$ cat src/verilog/core_pkg.sv
package core_pkg;

    localparam int XLEN   = 64;
    localparam int REG_AW = 5;

    // major opcodes of the supported subset.
    localparam logic [6:0] OPC_OP    = 7'b0110011;
    localparam logic [6:0] OPC_OPIMM = 7'b0010011;
    localparam logic [6:0] OPC_LUI   = 7'b0110111;
    localparam logic [6:0] OPC_LOAD  = 7'b0000011;
    localparam logic [6:0] OPC_STORE = 7'b0100011;

    localparam logic [2:0] F3_ADD = 3'b000;
    localparam logic [2:0] F3_SLL = 3'b001;
    localparam logic [2:0] F3_SLT = 3'b010;
    localparam logic [2:0] F3_D   = 3'b011; // doubleword access.
    localparam logic [2:0] F3_XOR = 3'b100;
    localparam logic [2:0] F3_SRL = 3'b101;
    localparam logic [2:0] F3_OR  = 3'b110;
    localparam logic [2:0] F3_AND = 3'b111;

    localparam logic [6:0] F7_BASE = 7'b0000000;
    localparam logic [6:0] F7_SUB  = 7'b0100000;

    typedef enum logic [3:0] {
        ALU_ADD,
        ALU_SUB,
        ALU_AND,
        ALU_OR,
        ALU_XOR,
        ALU_SLT,
        ALU_SLL,
        ALU_SRL,
        ALU_PASS_B
    } alu_op_e;

    typedef struct packed {
        logic              valid;
        logic [XLEN-1:0]   pc;
        logic [31:0]       inst;
        alu_op_e           alu_op;
        logic [XLEN-1:0]   op_a;
        logic [XLEN-1:0]   op_b;
        logic [XLEN-1:0]   store_data;
        logic [REG_AW-1:0] rd;
        logic              rd_we;
        logic              is_load;
        logic              is_store;
    } id_ex_t;

    typedef struct packed {
        logic              valid;
        logic [XLEN-1:0]   pc;
        logic [31:0]       inst;
        logic [XLEN-1:0]   result; // alu result, or address for ld/sd.
        logic [XLEN-1:0]   store_data;
        logic [REG_AW-1:0] rd;
        logic              rd_we;
        logic              is_load;
        logic              is_store;
    } ex_mem_t;

    typedef struct packed {
        logic              valid;
        logic [XLEN-1:0]   pc;
        logic [31:0]       inst;
        logic [XLEN-1:0]   alu_result;
        logic [XLEN-1:0]   load_data;
        logic [REG_AW-1:0] rd;
        logic              alu_we;
        logic              load_we;
    } mem_wb_t;

    typedef struct packed {
        logic [XLEN-1:0]   pc;
        logic [31:0]       inst;
        logic              rd_we;
        logic [REG_AW-1:0] rd;
        logic [XLEN-1:0]   wdata;
    } commit_t;

    typedef struct packed {
        logic            cyc;
        logic            stb;
        logic            we;
        logic [XLEN-1:0] adr;
        logic [XLEN-1:0] dat;
        logic [7:0]      sel;
    } wb_m2s_t;

    typedef struct packed {
        logic            ack;
        logic [XLEN-1:0] dat;
    } wb_s2m_t;

endpackage

$ cat src/verilog/alu_exec.sv
`timescale 1ns/1ps

module alu_exec import core_pkg::*; (
    input  logic    clk,
    input  logic    rst_n,
    input  id_ex_t  id_ex_i,
    input  logic    mem_stall_i,
    output ex_mem_t ex_mem_o
);

    logic [XLEN-1:0] op_a;
    logic [XLEN-1:0] op_b;
    logic [XLEN-1:0] sum;
    logic [XLEN-1:0] alu_res;
    ex_mem_t         ex_mem_q;

    assign op_a   = id_ex_i.op_a;
    assign op_b   = id_ex_i.op_b;
    assign sum    = op_a + op_b; // shared with the ld/sd address.

    always_comb begin
        case (id_ex_i.alu_op)
            ALU_ADD:    alu_res = sum;
            ALU_SUB:    alu_res = op_a - op_b;
            ALU_AND:    alu_res = op_a & op_b;
            ALU_OR:     alu_res = op_a | op_b;
            ALU_XOR:    alu_res = op_a ^ op_b;
            ALU_SLT:    alu_res = {{(XLEN-1){1'b0}}, $signed(op_a) < $signed(op_b)};
            ALU_SLL:    alu_res = op_a << op_b[5:0];
            ALU_SRL:    alu_res = op_a >> op_b[5:0];
            ALU_PASS_B: alu_res = op_b; // lui.
            default:    alu_res = '0;
        endcase
    end

    always_ff @(posedge clk) begin
        if (rst_n) begin
            ex_mem_q.valid <= 1'b0;
        end else if (!mem_stall_i) begin
            ex_mem_q.valid      <= id_ex_i.valid;
            ex_mem_q.pc         <= id_ex_i.pc;
            ex_mem_q.inst       <= id_ex_i.inst;
            ex_mem_q.result     <= alu_res;
            ex_mem_q.store_data <= id_ex_i.store_data;
            ex_mem_q.rd         <= id_ex_i.rd;
            ex_mem_q.rd_we      <= id_ex_i.rd_we;
            ex_mem_q.is_load    <= id_ex_i.is_load;
            ex_mem_q.is_store   <= id_ex_i.is_store;
        end
    end

    assign ex_mem_o = ex_mem_q;

endmodule

$ cat config.mk
export PLATFORM = sky130hd
export DESIGN_NAME = alu_exec
export DESIGN_NICKNAME = d
export VERILOG_FILES = /design/src/verilog/core_pkg.sv /design/src/verilog/alu_exec.sv
export SDC_FILE = /design/constraint.sdc
export NUM_CORES = 1
export LEC_CHECK = 0
export CORE_AREA = 4 4 300 155
export CTS_BUF_LIST = sky130_fd_sc_hd__clkbuf_4 sky130_fd_sc_hd__clkbuf_8 sky130_fd_sc_hd__clkbuf_16
export DETAILED_ROUTE_END_ITERATION = 7
export DIE_AREA = 0 0 304 159
export DONT_BUFFER_PORTS = 1
export PLACE_DENSITY = 0.75
export SLEW_MARGIN = 20
export SYNTH_ARGS = -nofsm -noshare
export SYNTH_HDL_FRONTEND = slang
export SYNTH_SLANG_ARGS = --single-unit
export TNS_END_PERCENT = 10
$ cat constraint.sdc
create_clock -name clk -period 17.1 [get_ports clk]
set_clock_uncertainty 0.05 [all_clocks]
set_input_delay 0 -clock clk [delete_from_list [all_inputs] [get_ports clk]]
set_output_delay 0 -clock clk [all_outputs]
set_load 0.1 [all_outputs]
==> impl_metrics.yaml, run 1 <==
status:
  status: "aborted with a tool error"
  failing_step: "global routing"
  tool.error: "[ERROR GRT-0232] Routing congestion too high. Check the congestion heatmap in the GUI."
yosys:
  ys_async_sr_fraction_pct: 0
  synth-edff-count: 232
  syn_area_per_cell_um2: 8.66
  netlist_area_mm2: 0.0260
  ys_warn_count: 0
  synth_ff_type: "edfxtp_1"
  synthCells: 3003
  ys_seq_area_share_pct: 26.9
  syn_nets: 3502
  netlist-cell-type-count: 103
  ys_seq_elements: 233
floorplan:
  io_pins: 537
  die_w_um: 304
  fp-row-count: 54
  fp.dieH_um: 159
  start_util_pct: 59.8
place:
  portBuffers: 0
  gp_congestion: 1.13
  dp_hpwl_um: 108000
clocking:
  hold_buffers: 244
  cts_setup_buffers: 0
  clk_path_buf_depth: 3
  cts_root_buf: "clkbuf_16"
  cts_resized: 0
  clock_sinks: 233
  cts_inserted_buffers: 22
  htree_levels: 1
global_route:
  track_usage_pct: 73.7
  grt_max_degree: 152
  grt.overflow.total: 141
layer usage:
layer  overflow  track usage, %
met1         22            79.2
met2         62            87.0
met3         12            63.8
met4         43            54.3
met5          2            45.5
stage by stage:
step | util [%] | instance area (µm²) | cells | setup WS, ns
2_1_floorplan | - | 26000 | 3003 | 6.59
3_3_place_gp | 60.2 | 26200 | 3421 | 12.89
3_5_place_dp | 60.2 | 26200 | 3421 | 12.64
4_1_cts | 67.5 | 29300 | 3705 | 12.93
cell families after synthesis:
kind of cell	synth area share, %
AO/OA/AOI/OAI	25.5
AND/OR/NAND/NOR	14.9
buffers and inverters	6.73
multiplexers	15.3
flip-flops	26.9
adder cells (fa/ha/maj)	9.44
XOR/XNOR	1.25
cell usage after synthesis, types with 35 or more instances:
cell type  number  share of area (%)
edfxtp_1      232                 27
mux2i_1       117                4.5
mux4_2        104                9.0
buf_1          41               0.59
nand3_1        44               0.85
a31oi_1        37               0.89
o21ai_0       212                4.1
clkbuf_1      115                1.7
a221oi_1       55                1.9
a21oi_1       261                5.0
nand2_1       212                3.1
buf_2          48               0.92
a211oi_1       48                1.4
mux2_2         35                1.5
nor3_1         61                1.2
ha_1          193                9.3
inv_1         192                2.8
nor2_1        392                5.7
o211ai_1       46                1.3
==> run 2: changes to the inputs <==
- CORE_AREA: 4 4 300 155 -> 4 4 260 262
- CTS_BUF_LIST: sky130_fd_sc_hd__clkbuf_4 sky130_fd_sc_hd__clkbuf_8 sky130_fd_sc_hd__clkbuf_16 -> unset
- DIE_AREA: 0 0 304 159 -> 0 0 264 266
- PLACE_DENSITY: 0.75 -> unset
- PLACE_DENSITY_LB_ADDON: unset -> 0.15
==> impl_metrics.yaml, run 2 <==
global_route:
  grt_pass1_vias: 26300
  track_usage_pct: 39.8
  grt.overflow.total: 0
  antenna_found_initial: 4
  grt_max_degree: 152
  grt_pass1_wl_um: 205000
sta:
  finalCriticalPeriod_ns: 4.89
  finalWorstSetupSlack_ns: 12.21
  setup-tns-final_ns: 0
  worstMarginPinSlew_ns: 1.20
  fmax_ghz: 0.205
  hold_violations: 0
  relSlewSlack_pct: 19.2
  finalCritPeriodShare_pct: 28.6
  setup_viol: 0
  finalMaxSlewViolations: 0
  rsz0062_at_grt: "false"
place:
  dpl_cell_area_mm2: 0.0264
  dp_hpwl_um: 112000
  pre_cts_ws_ns: 12.72
  portBuffers: 0
  gp_congestion: 1.04
clocking:
  cts_resized: 0
  cts_inserted_buffers: 27
  htree_levels: 1
  clock_sinks: 233
  hold_buffers: 361
  cts_root_buf: "clkbuf_16"
  clkTransAtPathRegs_ns: 0.06
  cts_setup_buffers: 0
  cts_tree: "done"
  clk_path_buf_depth: 3
  clock_latency_ns: 0.60
yosys:
  synth_area_leaders: "edfxtp_1 27%, ha_1 9.3%, mux4_2 9.0%"
  synthCells: 3003
  synth_ff_type: "edfxtp_1"
  ys_async_sr_fraction_pct: 0
  netlist.area_leader.share_pct: 26.8
  netlist_area_mm2: 0.0260
  synth-edff-count: 232
  yosysMostFrequentCell: "nor2_1"
  ys_seq_elements: 233
  synth_commonest_cells: "392 x nor2_1, 261 x a21oi_1, 232 x edfxtp_1"
  synth_xor_area_share_pct: 1.25
  synth_compound_area_share_pct: 25.5
  syn_nets: 3502
  yosys.area.top_type: "edfxtp_1"
  ys_warn_count: 0
  syn_area_per_cell_um2: 8.66
  synthMuxAreaShare_pct: 15.3
  netlist-cell-type-count: 103
  ys_seq_area_share_pct: 26.9
  synth-adder-area-share_pct: 9.44
  synth-simple-area-share_pct: 14.9
  synth_top_family_by_area: "compound AO/OA/AOI/OAI gates"
floorplan:
  die_w_um: 264
  io_pins: 537
  fp.dieH_um: 266
  start_util_pct: 39.7
  dieArea_mm2: 0.0702
  design.core.area_mm2: 0.0654
  fp-row-count: 94
critical_path:
  cp-start-kind: "primary input"
  crit_fanout: 9
  critPathRequiredTime_ns: 17.38
  endpoint_kind: "flop"
  critPathKind: "in -> reg"
  worst-endpoint-arrival_ns: 5.17
final_layout:
  largest_register_ffs: 233
  syn2layout_area_growth_pct: 19.4
  design_area_mm2: 0.0310
  layout_common_cells: "390 x nor2_1, 365 x dlygate4sd3_1, 261 x a21oi_1"
  layout-drive-gt1-share_pct: 8.59
  fin_nets: 3718
  layout_commonest_cell: "nor2_1"
power:
  seq_power_share_pct: 41.7
  comb_power_share_pct: 33.8
  leakage_nw: 11.9
  ir_drop_mv: 0.0852
  pwr-share-clk_pct: 24.5
  power.switching_mw: 1.09
  power.share.switching_pct: 45.4
  cellPowerDensity_mw_per_mm2: 77.2
  power.internal_mw: 1.31
drt:
  via_per_inst: 6.79
  vias: 27900
  wl_per_cell_um: 36.1
  drc_errors: 0
  first_pass_iters: 8
  wl_um: 148000
  drt_iter0_markers: 3714
  ant_nets: 0
run:
  cap_violations: 0
worst_hold_path:
  hold_class: "in -> reg"
status:
  status: "completed"
## run 2: power groups by stage
stage | combinational [mW] | clock [mW] | sequential (mW)
after floorplan | 0.475 | 0 | 1.00
after global placement | 0.692 | 0 | 1.01
after detailed placement | 0.688 | 0 | 1.01
after CTS | 0.774 | 0.595 | 1.00
after global routing | 0.843 | 0.618 | 1.00
final | 0.808 | 0.588 | 0.999
## run 2: critical path: stages
cell	delay, ns
dlygate4sd3_1	0.78
clkinv_1	0.30
ha_1	0.55
and3_1	0.27
a221oi_4	0.11
o211ai_1	0.39
a21oi_1	0.13
a21oi_1	0.56
a31oi_1	0.26
o21ai_0	0.76
o21ai_0	0.21
xnor2_1	0.18
o21ai_0	0.09
dlygate4sd3_1	0.58
## run 2: worst paths after layout
kind,to,slack (ns),start,cells past startpoint
setup / recovery,ex_mem_o[116],12.21,id_ex_i[77],14
hold / removal,ex_mem_o[14],0.005,id_ex_i[14],1
setup reg to reg,ex_mem_o[232],15.14,ex_mem_o[232],3
hold reg to reg,ex_mem_o[232],1.57,ex_mem_o[232],3
## run 2: cell families after synthesis
kind of cell,count (synthesis)
buf+inv,419
simple gates,870
xor+xnor,37
fa+ha+maj,195
mux,259
compound gates,990
flops,233
## run 2: metrics by stage
stage / instances / hold WS [ns] / power, mW / util [%]
finish: 4102 / 0.00455 / 2.40 / 47.4
global route: 4101 / 0.00108 / 2.46 / 47.4
CTS: 4092 / 0.000612 / 2.37 / 47.3
detailed placement: 3686 / 0.0287 / 1.70 / 40.4
global placement: 3686 / 0.0254 / 1.71 / 40.4
floorplan: 3003 / 0.0224 / 1.48 / -
## run 2: final cells by class
cell class | instances | area (µm²)
diodes | 3 | 7.51
fillers | 6305 | 34400
inverters | 197 | 742
repair buffers | 409 | 4020
multi-input cells | 2351 | 17300
clock inverters | 15 | 166
clock buffers | 30 | 697
well taps | 864 | 1080
flip-flops and latches | 233 | 6990
## run 2: layer usage
metal	GRT usage (%)	wire length, µm	vias to the layer above
li1	-	-	11800
met1	50.0	55000	13700
met2	66.1	69400	2006
met3	7.94	14800	361
met4	18.7	8980	0
met5	0	0	-
No activity file was read; power rests on OpenSTA's default activity.
==> run 3: changes to the inputs <==
- ABC_AREA: unset -> 1
- CORE_AREA: 4 4 260 262 -> 4 4 279 281
- DIE_AREA: 0 0 264 266 -> 0 0 283 285
- clock period: 17.1 -> 4.1 ns (I/O delays scaled with it)
==> impl_metrics.yaml, run 3 <==
floorplan:
  fp.dieH_um: 285
  fp-row-count: 101
  io_pins: 537
  dieArea_mm2: 0.0807
  die_w_um: 283
  start_util_pct: 39.8
  design.core.area_mm2: 0.0754
clocking:
  cts_root_buf: "clkbuf_16"
  clkTransAtPathRegs_ns: 0.07
  cts_tree: "done"
  htree_levels: 1
  cts_inserted_buffers: 27
  clk_path_buf_depth: 3
  clock_sinks: 233
  cts_setup_buffers: 0
  clock_latency_ns: 0.58
yosys:
  netlist_area_mm2: 0.0300
  synth-adder-area-share_pct: 8.18
  syn_nets: 5604
  synthMuxAreaShare_pct: 0.100
  netlist.area_leader.share_pct: 23.2
  synth_top_family_by_area: "simple AND/OR/NAND/NOR gates"
  ys_seq_area_share_pct: 23.3
  ys_async_sr_fraction_pct: 0
  synth_xor_area_share_pct: 0.204
  synth_area_leaders: "edfxtp_1 23%, nand2_1 21%, nand3_1 15%"
  synthCells: 5105
  synth-edff-count: 232
  yosysMostFrequentCell: "nand2_1"
  synth_ff_type: "edfxtp_1"
  ys_seq_elements: 233
  synth_commonest_cells: "1,642 x nand2_1, 882 x nand3_1, 762 x inv_1"
  synth_compound_area_share_pct: 11.4
  syn_area_per_cell_um2: 5.88
  netlist-cell-type-count: 53
  synth-simple-area-share_pct: 43.3
  ys_warn_count: 0
  yosys.area.top_type: "edfxtp_1"
final_layout:
  fin_nets: 5818
  layout-drive-gt1-share_pct: 2.79
  nFillCells: 8165
  syn2layout_area_growth_pct: 17.2
  layout_common_cells: "1,642 x nand2_1, 882 x nand3_1, 760 x inv_1"
  layout_commonest_cell: "nand2_1"
  fin_util_pct: 46.6
  largest_register_ffs: 233
global_route:
  grt_max_degree: 141
  grt.overflow.total: 0
  antenna_found_initial: 7
  track_usage_pct: 40.8
  grt_pass1_vias: 34300
  grt_pass1_wl_um: 242000
sta:
  setup-tns-final_ns: 0
  worstMarginPinSlew_ns: 1.15
  setup_viol: 0
  rsz0062_at_grt: "false"
  finalWorstSetupSlack_ns: 0.472
  finalCritPeriodShare_pct: 88.5
  finalCriticalPeriod_ns: 3.63
  finalMaxSlewViolations: 0
  hold_violations: 0
  relSlewSlack_pct: 23.5
  fmax_ghz: 0.276
critical_path:
  cpPeakStageDelay_ns: 0.69
  worstPathCellList: "dlymetal6s4s_1, inv_4, ha_1, nand2_1, nand3_1, nand2_1, o21bai_2, nand2_1, nand2_1, a21oi_1, o21ai_0, nand2_1, nor2_1, o21ai_1, dlygate4sd3_1"
  critPathKind: "in -> reg"
  crit_fanout: 115
  endpoint_kind: "flop"
  slowest_stage: "dlymetal6s4s_1"
  critPathRequiredTime_ns: 4.40
  worst-endpoint-arrival_ns: 3.93
  cp-start-kind: "primary input"
  crit_top_cell: "nand2_1"
status:
  status: "completed"
drt:
  vias: 37600
  ant_nets: 0
  via_per_inst: 5.95
  first_pass_iters: 7
  drt_iter0_markers: 5737
  drc_errors: 0
  wl_um: 175000
  wl_per_cell_um: 27.7
place:
  gp_congestion: 1.08
  portBuffers: 0
  dp_hpwl_um: 139000
  pre_cts_ws_ns: 1.01
power:
  leakage_nw: 17.4
  ir_drop_mv: 0.281
  cellPowerDensity_mw_per_mm2: 290
run:
  cap_violations: 0
worst_hold_path:
  hold_class: "in -> reg"
[run 3: cell count changes in the layout (fill, tap and decap cells not counted), sizes merged, moves of 36 or more]
| cell | delta |
|---|---|
| nand3 | +843 |
| nand2 | +1444 |
| nand4 | +40 |
| mux2i | -114 |
| inv | +582 |
| a211oi | -45 |
| a221oi | -38 |
| mux2 | -36 |
| o21ai | -39 |
| mux4 | -106 |
[run 3: cell type report]
| cell class | instances | area [µm²] | share of cell area [%] |
|---|---|---|---|
| Multi-Input combinational cell | 3863 | 19000 | 53.9 |
| Sequential cell | 233 | 6990 | 19.9 |
| Timing Repair Buffer | 418 | 4210 | 12.0 |
| Inverter | 776 | 2920 | 8.31 |
| Tap cell | 978 | 1220 | 3.48 |
| Clock buffer | 28 | 679 | 1.93 |
| Clock inverter | 22 | 175 | 0.498 |
| Antenna cell | 5 | 12.5 | 0.0356 |
[run 3: per-layer routing]
layer | wire (µm) | vias up | GRT usage (%)
met4 | 9710 | 6 | 17.8
li1 | - | 17000 | -
met2 | 76400 | 2540 | 64.3
met3 | 21300 | 404 | 9.27
met1 | 67400 | 17700 | 53.7
met5 | 63 | - | 0
[run 3: final timing paths]
check             slack [ns]           from  cells after the start             to
setup / recovery        0.47    id_ex_i[74]                     15   ex_mem_o[88]
hold / removal          0.01    id_ex_i[27]                      1   ex_mem_o[27]
setup reg to reg        2.13  ex_mem_o[232]                      3  ex_mem_o[232]
hold reg to reg         1.58  ex_mem_o[232]                      3  ex_mem_o[232]
[run 3: cell families (layout without fill, tap and decap cells)]
| group | Yosys count | count (layout) |
|---|---|---|
| buffers and inverters | 1009 | 1244 |
| XOR/XNOR | 7 | 7 |
| AO/OA/AOI/OAI | 599 | 599 |
| other | 0 | 5 |
| adder cells (fa/ha/maj) | 195 | 195 |
| AND/OR/NAND/NOR | 3059 | 3059 |
| multiplexers | 3 | 3 |
| flip-flops | 233 | 233 |
[run 3: timing repair]
item                                   in CTS  in global routing
hold buffers                              360                 19
endpoints found under the hold margin     351                 19
gates resized for setup                     0                  1
setup endpoints to repair                   0                  1
[run 3: per-stage QoR]
| stage | hold WS (ns) | std cells | total power, mW | area [µm²] |
|---|---|---|---|---|
| global placement | 0.0243 | 5889 | 7.32 | 30500 |
| detailed placement | 0.0248 | 5889 | 7.31 | 30500 |
| floorplan | 0.0224 | 5105 | 6.24 | 30000 |
| finish | 0.0119 | 6323 | 10.2 | 35200 |
| global route | 0.00308 | 6318 | 10.5 | 35200 |
| CTS | 0.000557 | 6299 | 10.0 | 35000 |
[run 3: report_power, final]
part	internal, mW	switching (mW)	total [mW]
registers	2.84	1.29	4.13
clock network	1.29	1.14	2.43
logic	1.09	2.56	3.65
[run 3: worst max-delay path: cells and delay by family]
| family | cells | cell delay (ns) |
|---|---|---|
| buffers and inverters | 3 | 1.43 |
| and+or+nand+nor | 7 | 1.14 |
| AOI/OAI and AO/OA | 4 | 0.74 |
| adders and majority gates | 1 | 0.60 |
